### src/common/icache_consts.svh
// Instruction cache geometry constants
`ifndef ICACHE_CONSTS_SVH
`define ICACHE_CONSTS_SVH

// Address and instruction widths
`define IC_PLEN 32
`define IC_ILEN 32

// Line layout, 4 instructions make a 128-bit line
`define IC_LINE_WORDS 4
// Instructions returned per fetch group
`define IC_FETCH_NUM 2

// Associativity and set count, 16 sets
`define IC_NUM_WAYS 2
`define IC_INDEX_W 4

// Byte offset inside a line
`define IC_OFFSET_W 4
// Tag is what is left of the address above index and offset
`define IC_TAG_W 24

// Replacement LFSR width
`define IC_LFSR_W 4

`endif

### src/common/icache_pkg.sv
// Instruction cache vector types and controller state encoding
`include "icache_consts.svh"

package icache_pkg;

  // Addresses and address fields
  typedef logic [`IC_PLEN-1:0] paddr_t;
  typedef logic [`IC_TAG_W-1:0] tag_t;
  typedef logic [`IC_INDEX_W-1:0] index_t;
  // Instruction slot inside a line
  typedef logic [$clog2(`IC_LINE_WORDS)-1:0] slot_t;
  typedef logic [$clog2(`IC_NUM_WAYS)-1:0] way_t;

  // Payload
  typedef logic [`IC_ILEN-1:0] instr_t;
  typedef logic [`IC_LINE_WORDS*`IC_ILEN-1:0] line_t;
  typedef logic [`IC_FETCH_NUM*`IC_ILEN-1:0] fetch_t;

  // Controller FSM
  typedef enum logic [2:0] {
    IDLE,
    LOOKUP,
    MISS_REQ,
    MISS_WAIT,
    RECOVER
  } ic_state_e;

endpackage

### src/common/ic_lookup_if.sv
// Interface for an accepted fetch request's decoded fields
interface ic_lookup_if;

  // One-cycle pulse in the accept cycle
  logic accept;
  // Fields held from accept until the next accept
  icache_pkg::tag_t tag;
  icache_pkg::index_t index;
  icache_pkg::slot_t slot;
  // Flush request, straight from the fetch unit
  logic flush;

  modport dec (output accept, output tag, output index, output slot, output flush);

  // Controller compares tags and builds the miss address
  modport ctrl (input accept, input tag, input index, input flush);

  modport resp (input accept, input slot, input flush);

endinterface

### src/logic/ic_req_decode.sv
// Fetch request decoder with accept pulse, PC split and early array read index
`include "icache_consts.svh"

module ic_req_decode (
  input  logic                clk_i,
  input  logic                rst_ni,
  input  logic                req_valid_i,
  input  icache_pkg::paddr_t  req_pc_i,
  input  logic                flush_i,
  input  logic                ready_i,
  output icache_pkg::index_t  rd_index_o,
  ic_lookup_if.dec            lk
);

  // Byte offset bits below the instruction slot
  localparam int unsigned INSTR_OFF_W = $clog2(`IC_ILEN / 8);

  logic               accept;
  icache_pkg::tag_t   pc_tag;
  icache_pkg::index_t pc_index;
  icache_pkg::slot_t  pc_slot;
  icache_pkg::tag_t   tag_q;
  icache_pkg::index_t index_q;
  icache_pkg::slot_t  slot_q;

  // A flush always wins over a new request
  assign accept = req_valid_i && ready_i && !flush_i;

  // PC layout is tag | index | slot | byte
  assign pc_tag   = req_pc_i[`IC_OFFSET_W+`IC_INDEX_W +: `IC_TAG_W];
  assign pc_index = req_pc_i[`IC_OFFSET_W +: `IC_INDEX_W];
  assign pc_slot  = req_pc_i[INSTR_OFF_W +: $bits(icache_pkg::slot_t)];

  // Read the arrays with the new index in the accept cycle so data is out in LOOKUP
  assign rd_index_o = accept ? pc_index : index_q;

  always_ff @(posedge clk_i or negedge rst_ni) begin
    if (!rst_ni) begin
      index_q <= '0;
    end else if (accept) begin
      index_q <= pc_index;
    end
  end

  // Tag and slot of the accepted request
  always_ff @(posedge clk_i) begin
    if (accept) begin
      tag_q  <= pc_tag;
      slot_q <= pc_slot;
    end
  end

  assign lk.accept = accept;
  assign lk.tag    = tag_q;
  assign lk.index  = index_q;
  assign lk.slot   = slot_q;
  assign lk.flush  = flush_i;

endmodule

### src/flat_wrapper.sv
// flat-port wrapper written by rule: the top's interface ports become plain ports
module ic_req_decode_flat 
  (clk_i, rst_ni, req_valid_i, req_pc_i, flush_i, ready_i, rd_index_o, lk_accept, lk_tag, lk_index, lk_slot, lk_flush);
  ic_lookup_if lk_i ();
  input  logic clk_i;
  input  logic rst_ni;
  input  logic req_valid_i;
  input  icache_pkg::paddr_t req_pc_i;
  input  logic flush_i;
  input  logic ready_i;
  output icache_pkg::index_t rd_index_o;
  output wire logic [$bits(lk_i.accept)-1:0] lk_accept;
  output wire logic [$bits(lk_i.tag)-1:0] lk_tag;
  output wire logic [$bits(lk_i.index)-1:0] lk_index;
  output wire logic [$bits(lk_i.slot)-1:0] lk_slot;
  output wire logic [$bits(lk_i.flush)-1:0] lk_flush;
  assign lk_accept = lk_i.accept;
  assign lk_tag = lk_i.tag;
  assign lk_index = lk_i.index;
  assign lk_slot = lk_i.slot;
  assign lk_flush = lk_i.flush;
  ic_req_decode u_core (.clk_i(clk_i), .rst_ni(rst_ni), .req_valid_i(req_valid_i), .req_pc_i(req_pc_i), .flush_i(flush_i), .ready_i(ready_i), .rd_index_o(rd_index_o), .lk(lk_i));
endmodule
### config.mk
export PLATFORM = sky130hd
export DESIGN_NAME = ic_req_decode_flat
export DESIGN_NICKNAME = d
export VERILOG_FILES = /design/src/common/icache_pkg.sv /design/src/common/ic_lookup_if.sv /design/src/logic/ic_req_decode.sv /design/src/flat_wrapper.sv
export VERILOG_INCLUDE_DIRS = /design/src /design/src/common
export SDC_FILE = /design/constraint.sdc
export NUM_CORES = 1
export LEC_CHECK = 0
export BUFFER_PORTS_ARGS = -buffer_cell sky130_fd_sc_hd__buf_2
export CAP_MARGIN = 20
export CORE_ASPECT_RATIO = 0.75
export CORE_MARGIN = 1.5
export CORE_UTILIZATION = 34
export DETAILED_ROUTE_END_ITERATION = 10
export PLACE_DENSITY = 0.72
export SKIP_LAST_GASP = 1
export SLEW_MARGIN = 10
export SYNTH_ARGS = -nofsm -noshare
export SYNTH_HDL_FRONTEND = slang
export SYNTH_SLANG_ARGS = --single-unit
### constraint.sdc
create_clock -name clk_i -period 1 [get_ports clk_i]
set_clock_uncertainty 0.1 [all_clocks]
set_input_delay 0.1 -clock clk_i [delete_from_list [all_inputs] [get_ports clk_i]]
set_output_delay 0.1 -clock clk_i [all_outputs]
set_load 0.02 [all_outputs]
==> results of run 1 <==
kinds of logic after synthesis:
logic type | Yosys count | share of synthesized area, %
flip-flops | 30 | 90.6
multiplexers | 4 | 6.18
AND/OR/NAND/NOR | 1 | 2.06
buffers and inverters | 2 | 1.16
per-layer routing:
layer / up-vias / global-route usage [%] / part of all wire, %
met1: 339 / 15.0 / 39
met3: 4 / 4.85 / 8.5
met2: 42 / 25.6 / 50
li1: 355 / - / -
met5: - / 0 / 0
met4: 0 / 9.57 / 1.7
stage by stage:
| step | util [%] | hold WS [ns] | power, W | instances | setup TNS, ns |
|---|---|---|---|---|---|
| CTS | 68.2 | -0.0319 | 0.00299 | 182 | -1.41 |
| global route | 72.0 | -0.0313 | 0.00314 | 182 | -2.28 |
| floorplan | - | -0.296 | 0.00173 | 37 | -5.24 |
| detailed placement | 52.3 | -0.191 | 0.00193 | 144 | -3.20 |
| global placement | 52.3 | -0.193 | 0.00192 | 144 | -2.59 |
| finish | 72.0 | -0.0156 | 0.00300 | 182 | -1.35 |
what timing repair did:
action / in CTS / in global routing
setup buffers: 3 / 1
hold endpoints to repair: 34 / 4
gates resized for setup: 16 / 36
endpoints found under the setup margin: 23 / 35
placed cells by master, fill, tap and decap left out:
master         instances
nand3b_4               1
clkinv_2               2
clkbuf_1               1
buf_4                  5
clkinvlp_4             1
edfxtp_1              26
clkbuf_8               5
dlygate4sd3_1         27
buf_6                 26
buf_2                 44
mux2_4                 4
dfrtp_1                4
state kept, by name, indices dropped and copies added, names as in the netlist:
register and cells:
u_core.lk.slot 2, u_core.lk.tag 24, u_core.lk.index 4
report_power, final:
part | switching (W) | total (W) | internal, W
sequential | 0.0000390 | 0.00149 | 0.00145
clock | 0.000397 | 0.000877 | 0.000480
combinational | 0.000277 | 0.000630 | 0.000353
area by class of cell:
type                       count  area share, %
timing repair buffer         102           42.8
clock inverter                 2          0.522
sequential                    30           46.0
multi-input combinational      5           4.18
clock buffer                   6           3.79
tap                           36           2.35
inverter                       1          0.392
path summary, 6_finish.rpt:
| kind | start | slack, ns | to |
|---|---|---|---|
| max | u_core.lk.index[2] | -0.27 | rd_index_o[2] |
| min in group asynchronous | rst_ni | 0.06 | u_core.lk.index[2] |
| max in group asynchronous | rst_ni | 0.61 | u_core.lk.index[1] |
| min | req_pc_i[6] | -0.02 | u_core.lk.index[2] |
| max reg2reg | u_core.lk.index[2] | 0.12 | u_core.lk.index[2] |
| min reg2reg | u_core.lk.index[1] | 0.44 | u_core.lk.index[1] |
==> flow_metrics.tcl, run 1 <==
set metrics [dict create \
    area_growth_pct 97.2 \
    die_area_mm2 0.00319 \
    cp-start-kind "flop" \
    yosysMostFrequentCell "edfxtp_1" \
    portBuffers 70 \
    drt_iter0_drc 37 \
    synth.area.top_cells "edfxtp_1 (80%), dfrtp_1 (10%), mux2_4 (6.2%)" \
    synth_commonest_cells "edfxtp_1 (26), dfrtp_1 (4), mux2_4 (4)" \
    seq_area_um2 881 \
    cts_root_buf "clkbuf_8" \
    clkSinkCount 30 \
    grt-ovfl-total 0 \
    critPathKind "flop to output pin" \
    hpwlAfterDp_mm 1.47 \
    drc 0 \
    core_area_mm2 0.00266 \
    cts_buffers 5 \
    fillerInstances 182 \
    drv_cap 0 \
    synth_top_area_share_pct 80.3 \
    rr_worst_depth 1 \
    clk_latency_ns 0.26 \
    cp_num_cells 2 \
    grt_usage_pct 14.7 \
    yosys_warnings 0 \
    power_leakage_nw 0.853 \
    worst_pin_slew_ns 0.134 \
    via_count 740 \
    cts_tree "built" \
    synth_cell_types 6 \
    final_area_mm2 0.00192 \
    powerDensity_mw_per_mm2 1560 \
    synth-main-ff-cell "edfxtp_1" \
    synth_edf_count 26 \
    drt-total-wl_mm 2.24 \
    synth-seq-cells 30 \
    syn_area_per_cell_um2 26.3 \
    netlist_instances 37 \
    holdBufCountCts 27 \
    grt_pass1_vias 738 \
    globalplace.congestion 0.609 \
    setup_violations 16 \
    period_share_pct 127 \
    dpl_cell_area_mm2 0.00139 \
    grt_max_degree 12 \
    crit_path_cell_trace "mux2_4 > buf_6" \
    antenna_cells 0 \
    path_max_fanout 2 \
    final_hold_viol_count 4 \
    pre_cts_ws_ns -0.128 \
    critical_path_arrival_ns 1.07 \
    start_util_pct 36.5 \
    die_y_um 49.3 \
    fin_crit_ns 1.27 \
    drive_gt1_share_pct 60.3 \
    rsz0062_at_grt "yes" \
    status "finished, violations left" \
    wl_per_cell_um 12.3 \
    min_path_type "primary input to flop" \
    htree_levels 2 \
    slew_viol_final 0 \
    critPathSlowestCell "dfrtp_1" \
    timing.critical_path.slowest_cell_delay_ns 0.39 \
    cp.required_ns 0.80 \
    io_pins 73 \
    max_freq_mhz 787 \
    clk_pin_slew_ns 0.06 \
    grt_pass1_wl_mm 3.33 \
    cpLargestDelayFamily "flip-flops" \
    async_reset_ff_share_pct 13.3 \
    violations "hold timing, setup timing" \
    ant_nets 0 \
    synth_area_um2 972 \
    yosysSeqAreaShare_pct 90.6 \
    yosys.area.top_type "edfxtp_1" \
    die_x_um 64.7 \
    firstDrtPassIters 2 \
    timing.final.ws_setup_ns -0.271 \
    whs_path_depth 2 \
    finalNetCount 182 \
    cts_buffer_depth 2 \
    vdd_drop_max_uv 814 \
    std_cell_rows 16 \
    multiInputGateArea_um2 80.1 \
    syn-num-nets 74 \
    end_kind "output pin" \
    vias_per_cell 4.07 \
    whs_ns -0.0156 \
    relSlewSlack_pct 91.0 \
    grt_antenna_before_repair 0 \
    critPathBufInv 1 \
]
Note: power is estimated with default switching activity, not from simulation.
==> run 2, diff against run 1 <==
--- a/config.mk
+++ b/config.mk
@@ -8,11 +8,11 @@
 export LEC_CHECK = 0
 export BUFFER_PORTS_ARGS = -buffer_cell sky130_fd_sc_hd__buf_2
 export CAP_MARGIN = 20
-export CORE_ASPECT_RATIO = 0.75
 export CORE_MARGIN = 1.5
-export CORE_UTILIZATION = 34
+export CORE_UTILIZATION = 36
+export CTS_BUF_LIST = sky130_fd_sc_hd__clkbuf_8
 export DETAILED_ROUTE_END_ITERATION = 10
-export PLACE_DENSITY = 0.72
+export PLACE_DENSITY = 0.76
 export SKIP_LAST_GASP = 1
 export SLEW_MARGIN = 10
 export SYNTH_ARGS = -nofsm -noshare
==> flow_metrics.tcl, run 2 (synthesized netlist as in run 1, its figures left out) <==
set metrics [dict create \
    status "finished, violations left" \
    violations "hold timing, setup timing" \
    worst_pin_slew_ns 0.135 \
    finalNetCount 184 \
    rr_worst_depth 2 \
    cp-start-kind "flop" \
    worstHoldStart "req_pc_i[6]" \
    relSlewSlack_pct 91.0 \
    cts_buffer_depth 2 \
    final_hold_viol_count 2 \
    max_freq_mhz 777 \
    cts_tree "built" \
    setup_violations 20 \
    rsz0062_at_grt "yes" \
    grt_pass1_wl_mm 3.06 \
    grt_max_degree 11 \
    clk_pin_slew_ns 0.06 \
    critPathKind "flop to output pin" \
    core_area_mm2 0.00252 \
    period_share_pct 129 \
    critPathSlowestCell "dfrtp_1" \
    largest_reg_flops 24 \
    portBuffers 70 \
    area_growth_pct 95.1 \
    seq_area_um2 881 \
    timing.critical_path.slowest_cell_delay_ns 0.40 \
    crit_path_cell_trace "mux2_4 > buf_6" \
    hpwlAfterDp_mm 1.44 \
    clk_latency_ns 0.28 \
    fin_crit_ns 1.29 \
    fillerInstances 169 \
    stdcell_count 178 \
    layout_common_cells "buf_2 (48), dlygate4sd3_1 (27), edfxtp_1 (26), buf_6 (22), buf_4 (7)" \
    grt_antenna_before_repair 0 \
    die_x_um 55.0 \
    cpLargestDelayFamily "flip-flops" \
    grt-ovfl-total 0 \
    drc 0 \
    slew_viol_final 0 \
    final_common_cell "buf_2" \
    htree_levels 2 \
    r2r_start "u_core.lk.index[3]" \
    whs_ns -0.0291 \
    grt_pass1_vias 700 \
    die_y_um 55.0 \
    grt_usage_pct 16.6 \
    multiInputGateArea_um2 80.1 \
    clkSinkCount 30 \
    critPathBufInv 1 \
    firstDrtPassIters 4 \
    whs_path_depth 2 \
    start_util_pct 38.5 \
    drv_cap 0 \
    dpl.cell_count 139 \
    std_cell_rows 18 \
    die_area_mm2 0.00302 \
    drt-total-wl_mm 2.27 \
    vias_per_cell 4.21 \
    cts_root_buf "clkbuf_8" \
    drt_iter0_drc 4 \
    globalplace.congestion 0.696 \
    path_max_fanout 2 \
    drive_gt1_share_pct 59.5 \
    vdd_drop_max_uv 1320 \
    io_pins 73 \
    holdBufCountCts 27 \
    antenna_cells 0 \
    timing.final.ws_setup_ns -0.287 \
    worstReg2RegEnd "u_core.lk.index[3]" \
    ant_nets 0 \
    power_leakage_nw 0.851 \
    cts_buffers 5 \
    min_to "u_core.lk.index[2]" \
    critical_path_arrival_ns 1.09 \
    via_count 750 \
    rrSetupSlack_ns -0.01 \
    min_path_type "primary input to flop" \
    powerDensity_mw_per_mm2 1590 \
    wl_per_cell_um 12.8 \
    cp.required_ns 0.80 \
    end_kind "output pin" \
]
run 2: cell types whose count changed in the layout (fill, tap and decap cells not counted):
cell	change
clkinv_2	-2
buf_6	-4
clkbuf_1	-1
buf_4	+2
clkinv_1	+3
buf_2	+4
run 2: final cells by class:
cell class / count / area share (%)
Clock buffer: 5 / 3.63
Clock inverter: 3 / 0.594
Inverter: 1 / 0.396
Multi-Input combinational cell: 5 / 4.22
Sequential cell: 30 / 46.4
Tap cell: 30 / 1.98
Timing Repair Buffer: 104 / 42.7
run 2: worst reg2reg max path: cells and delay by family (launching register included):
family	cells	cell delay, ns
buffers and inverters	1	0.13
flip-flops	1	0.40
multiplexers	1	0.28
run 2: what timing repair did:
item	in CTS	in global routing
resized for setup	14	30
pin swaps	0	0
buffers inserted	2	2
endpoints found under the setup margin	26	35
endpoints found under the hold margin	33	2
run 2: how the worst max path moves through the flow:
stage,startpoint,to,slack (ns),depth (start not counted)
after floorplan,flush_i,u_core.lk.slot[0],-0.20,2
after global placement,flush_i,u_core.lk.tag[6],-0.11,4
after detailed placement,flush_i,u_core.lk.tag[0],-0.15,4
after CTS,u_core.lk.index[0],rd_index_o[0],-0.28,2
after global routing,u_core.lk.index[3],rd_index_o[3],-0.32,2
final,u_core.lk.index[3],rd_index_o[3],-0.29,2
run 2: stage by stage:
stage	setup TNS [ns]	util [%]	cell area [um^2]	power [W]	setup slack [ns]
6_report	-1.51	75.2	1900	0.00301	-0.287
5_1_grt	-2.59	75.2	1900	0.00315	-0.316
4_1_cts	-1.51	70.9	1790	0.00297	-0.278
3_5_place_dp	-3.93	54.7	1380	0.00192	-0.150
3_3_place_gp	-2.88	54.7	1380	0.00191	-0.106
2_1_floorplan	-5.24	-	976	0.00173	-0.201
run 2: per-layer routing:
layer | track usage, % | up-vias | wire length [um]
met4 | 12.2 | 0 | 49
li1 | - | 359 | -
met2 | 27.2 | 51 | 1190
met5 | 0 | - | 0
met3 | 8.33 | 6 | 246
met1 | 16.0 | 334 | 785
run 2: power by group:
part	internal [W]	total (W)	leakage (nW)	switching [W]
sequential	0.00145	0.00149	0.286	0.0000381
clock	0.000462	0.000877	0.0407	0.000414
combinational	0.000366	0.000648	0.524	0.000282
==> run 3, diff against run 2 <==
--- a/config.mk
+++ b/config.mk
@@ -8,11 +8,13 @@
 export LEC_CHECK = 0
 export BUFFER_PORTS_ARGS = -buffer_cell sky130_fd_sc_hd__buf_2
 export CAP_MARGIN = 20
+export CELL_PAD_IN_SITES_DETAIL_PLACEMENT = 0
+export CELL_PAD_IN_SITES_GLOBAL_PLACEMENT = 2
 export CORE_MARGIN = 1.5
-export CORE_UTILIZATION = 36
+export CORE_UTILIZATION = 23
 export CTS_BUF_LIST = sky130_fd_sc_hd__clkbuf_8
 export DETAILED_ROUTE_END_ITERATION = 10
-export PLACE_DENSITY = 0.76
+export PLACE_DENSITY_LB_ADDON = 0.1
 export SKIP_LAST_GASP = 1
 export SLEW_MARGIN = 10
 export SYNTH_ARGS = -nofsm -noshare
==> flow_metrics.tcl, run 3 (synthesized netlist as in run 1, its figures left out) <==
set metrics [dict create \
    status "finished, violations left" \
    violations "hold timing, setup timing" \
    grt_pass1_wl_mm 3.35 \
    tns_ns -1.70 \
    setup_violations 11 \
    area_growth_pct 108 \
    start_util_pct 24.1 \
    wl_per_cell_um 11.6 \
    end_kind "output pin" \
    final_hold_viol_count 4 \
    period_share_pct 126 \
    holdBufCountCts 27 \
    portBuffers 70 \
    cts_root_buf "clkbuf_8" \
    cp-startpoint "u_core.lk.index[3]" \
    globalplace.congestion 0.637 \
    fin_crit_ns 1.26 \
    die_area_mm2 0.00463 \
    max_freq_mhz 792 \
    vdd_drop_max_uv 893 \
    grt_antenna_before_repair 0 \
    power_leakage_nw 0.902 \
    dpl.cell_count 161 \
    vias_per_cell 3.76 \
    pre_cts_ws_ns -0.118 \
    largest_reg_flops 24 \
    drt_iter0_drc 50 \
    grt_max_degree 12 \
    relSlewSlack_pct 91.3 \
    io_pins 73 \
    critPathKind "flop to output pin" \
    grt_usage_pct 10.6 \
    comb_power_share_pct 23.5 \
    die_y_um 68.0 \
    drt-total-wl_mm 2.37 \
    clkSinkCount 30 \
    seqPwrFrac_pct 48.1 \
    clkPwrFrac_pct 28.4 \
    grt-ovfl-total 0 \
    stdcell_count 204 \
    std_cell_rows 23 \
    slew_viol_final 0 \
    cts_tree "built" \
    grt_pass1_vias 736 \
    min_path_type "primary input to flop" \
    die_x_um 68.0 \
    timing.final.ws_setup_ns -0.263 \
    p_total_w 0.00309 \
    cts_buffer_depth 2 \
    clk_pin_slew_ns 0.06 \
    rsz0062_at_grt "yes" \
    whs_ns -0.0213 \
    critical_path_arrival_ns 1.06 \
    antenna_cells 0 \
    cpLargestDelayFamily "flip-flops" \
    netSwitchingFraction_pct 24.0 \
    cts_buffers 5 \
    r2r_start "u_core.lk.index[3]" \
    timing.critical_path.slowest_cell_delay_ns 0.38 \
    ant_nets 0 \
    cp-start-kind "flop" \
    crit_path_cell_trace "mux2_4 > buf_6" \
    clk_latency_ns 0.27 \
    finalNetCount 190 \
    worst_pin_slew_ns 0.131 \
    worstHoldStart "req_pc_i[6]" \
    via_count 768 \
    layout_common_cells "buf_2 (45), dlygate4sd3_1 (27), buf_6 (27), edfxtp_1 (26), buf_4 (9)" \
    final_common_cell "buf_2" \
    htree_levels 2 \
    firstDrtPassIters 4 \
    cp.required_ns 0.80 \
    drc 0 \
    powerDensity_mw_per_mm2 1530 \
    critPathSlowestCell "dfrtp_1" \
    critPathBufInv 1 \
    core_area_mm2 0.00403 \
    power.switching_w 0.000739 \
    power.internal_w 0.00235 \
    drive_gt1_share_pct 61.7 \
    drv_cap 0 \
    path_max_fanout 2 \
]
[run 3: worst paths after layout]
path,to,slack (ns),cells past startpoint
setup / recovery,rd_index_o[3],-0.26,2
hold reg to reg,u_core.lk.index[1],0.44,1
max in group asynchronous,u_core.lk.index[3],0.63,2
min in group asynchronous,u_core.lk.index[1],0.06,2
hold / removal,u_core.lk.index[2],-0.02,2
setup reg to reg,u_core.lk.index[3],0.13,1
[run 3: repair_timing]
| action | in CTS | in global routing |
|---|---|---|
| gates resized for setup | 21 | 32 |
| endpoints found under the setup margin | 24 | 37 |
| setup buffers | 8 | 3 |
| endpoints found under the hold margin | 34 | 4 |
[run 3: power groups by stage]
stage / logic [W] / registers [W] / clock network [W]
finish: 0.000724 / 0.00149 / 0.000876
global route: 0.000767 / 0.00149 / 0.000978
CTS: 0.000681 / 0.00148 / 0.000912
detailed placement: 0.000463 / 0.00151 / 0
global placement: 0.000463 / 0.00151 / 0
floorplan: 0.000124 / 0.00161 / 0
[run 3: area by class of cell]
| class | count | area [um^2] |
|---|---|---|
| repair buffers | 110 | 907 |
| multi-input cells | 5 | 80.1 |
| clock buffers | 5 | 68.8 |
| clock inverters | 3 | 12.5 |
| fillers | 369 | 2010 |
| flip-flops and latches | 30 | 881 |
| well taps | 50 | 62.6 |
| inverters | 1 | 7.51 |
[run 3: stage by stage]
| stage | area, um^2 | hold WS, ns | utilization, % |
|---|---|---|---|
| 5_1_grt | 2020 | -0.0236 | 50.1 |
| 6_report | 2020 | -0.0213 | 50.1 |
| 3_5_place_dp | 1440 | -0.193 | 35.8 |
| 4_1_cts | 1910 | -0.0303 | 47.3 |
| 2_1_floorplan | 976 | -0.296 | - |
| 3_3_place_gp | 1440 | -0.191 | 35.8 |
[run 3: routing by layer]
layer	share of wire [%]	vias up	track usage [%]
met2	52	44	17.7
li1	-	375	-
met4	1.6	0	5.25
met3	9.5	6	5.76
met1	37	343	10.7
met5	0	-	0
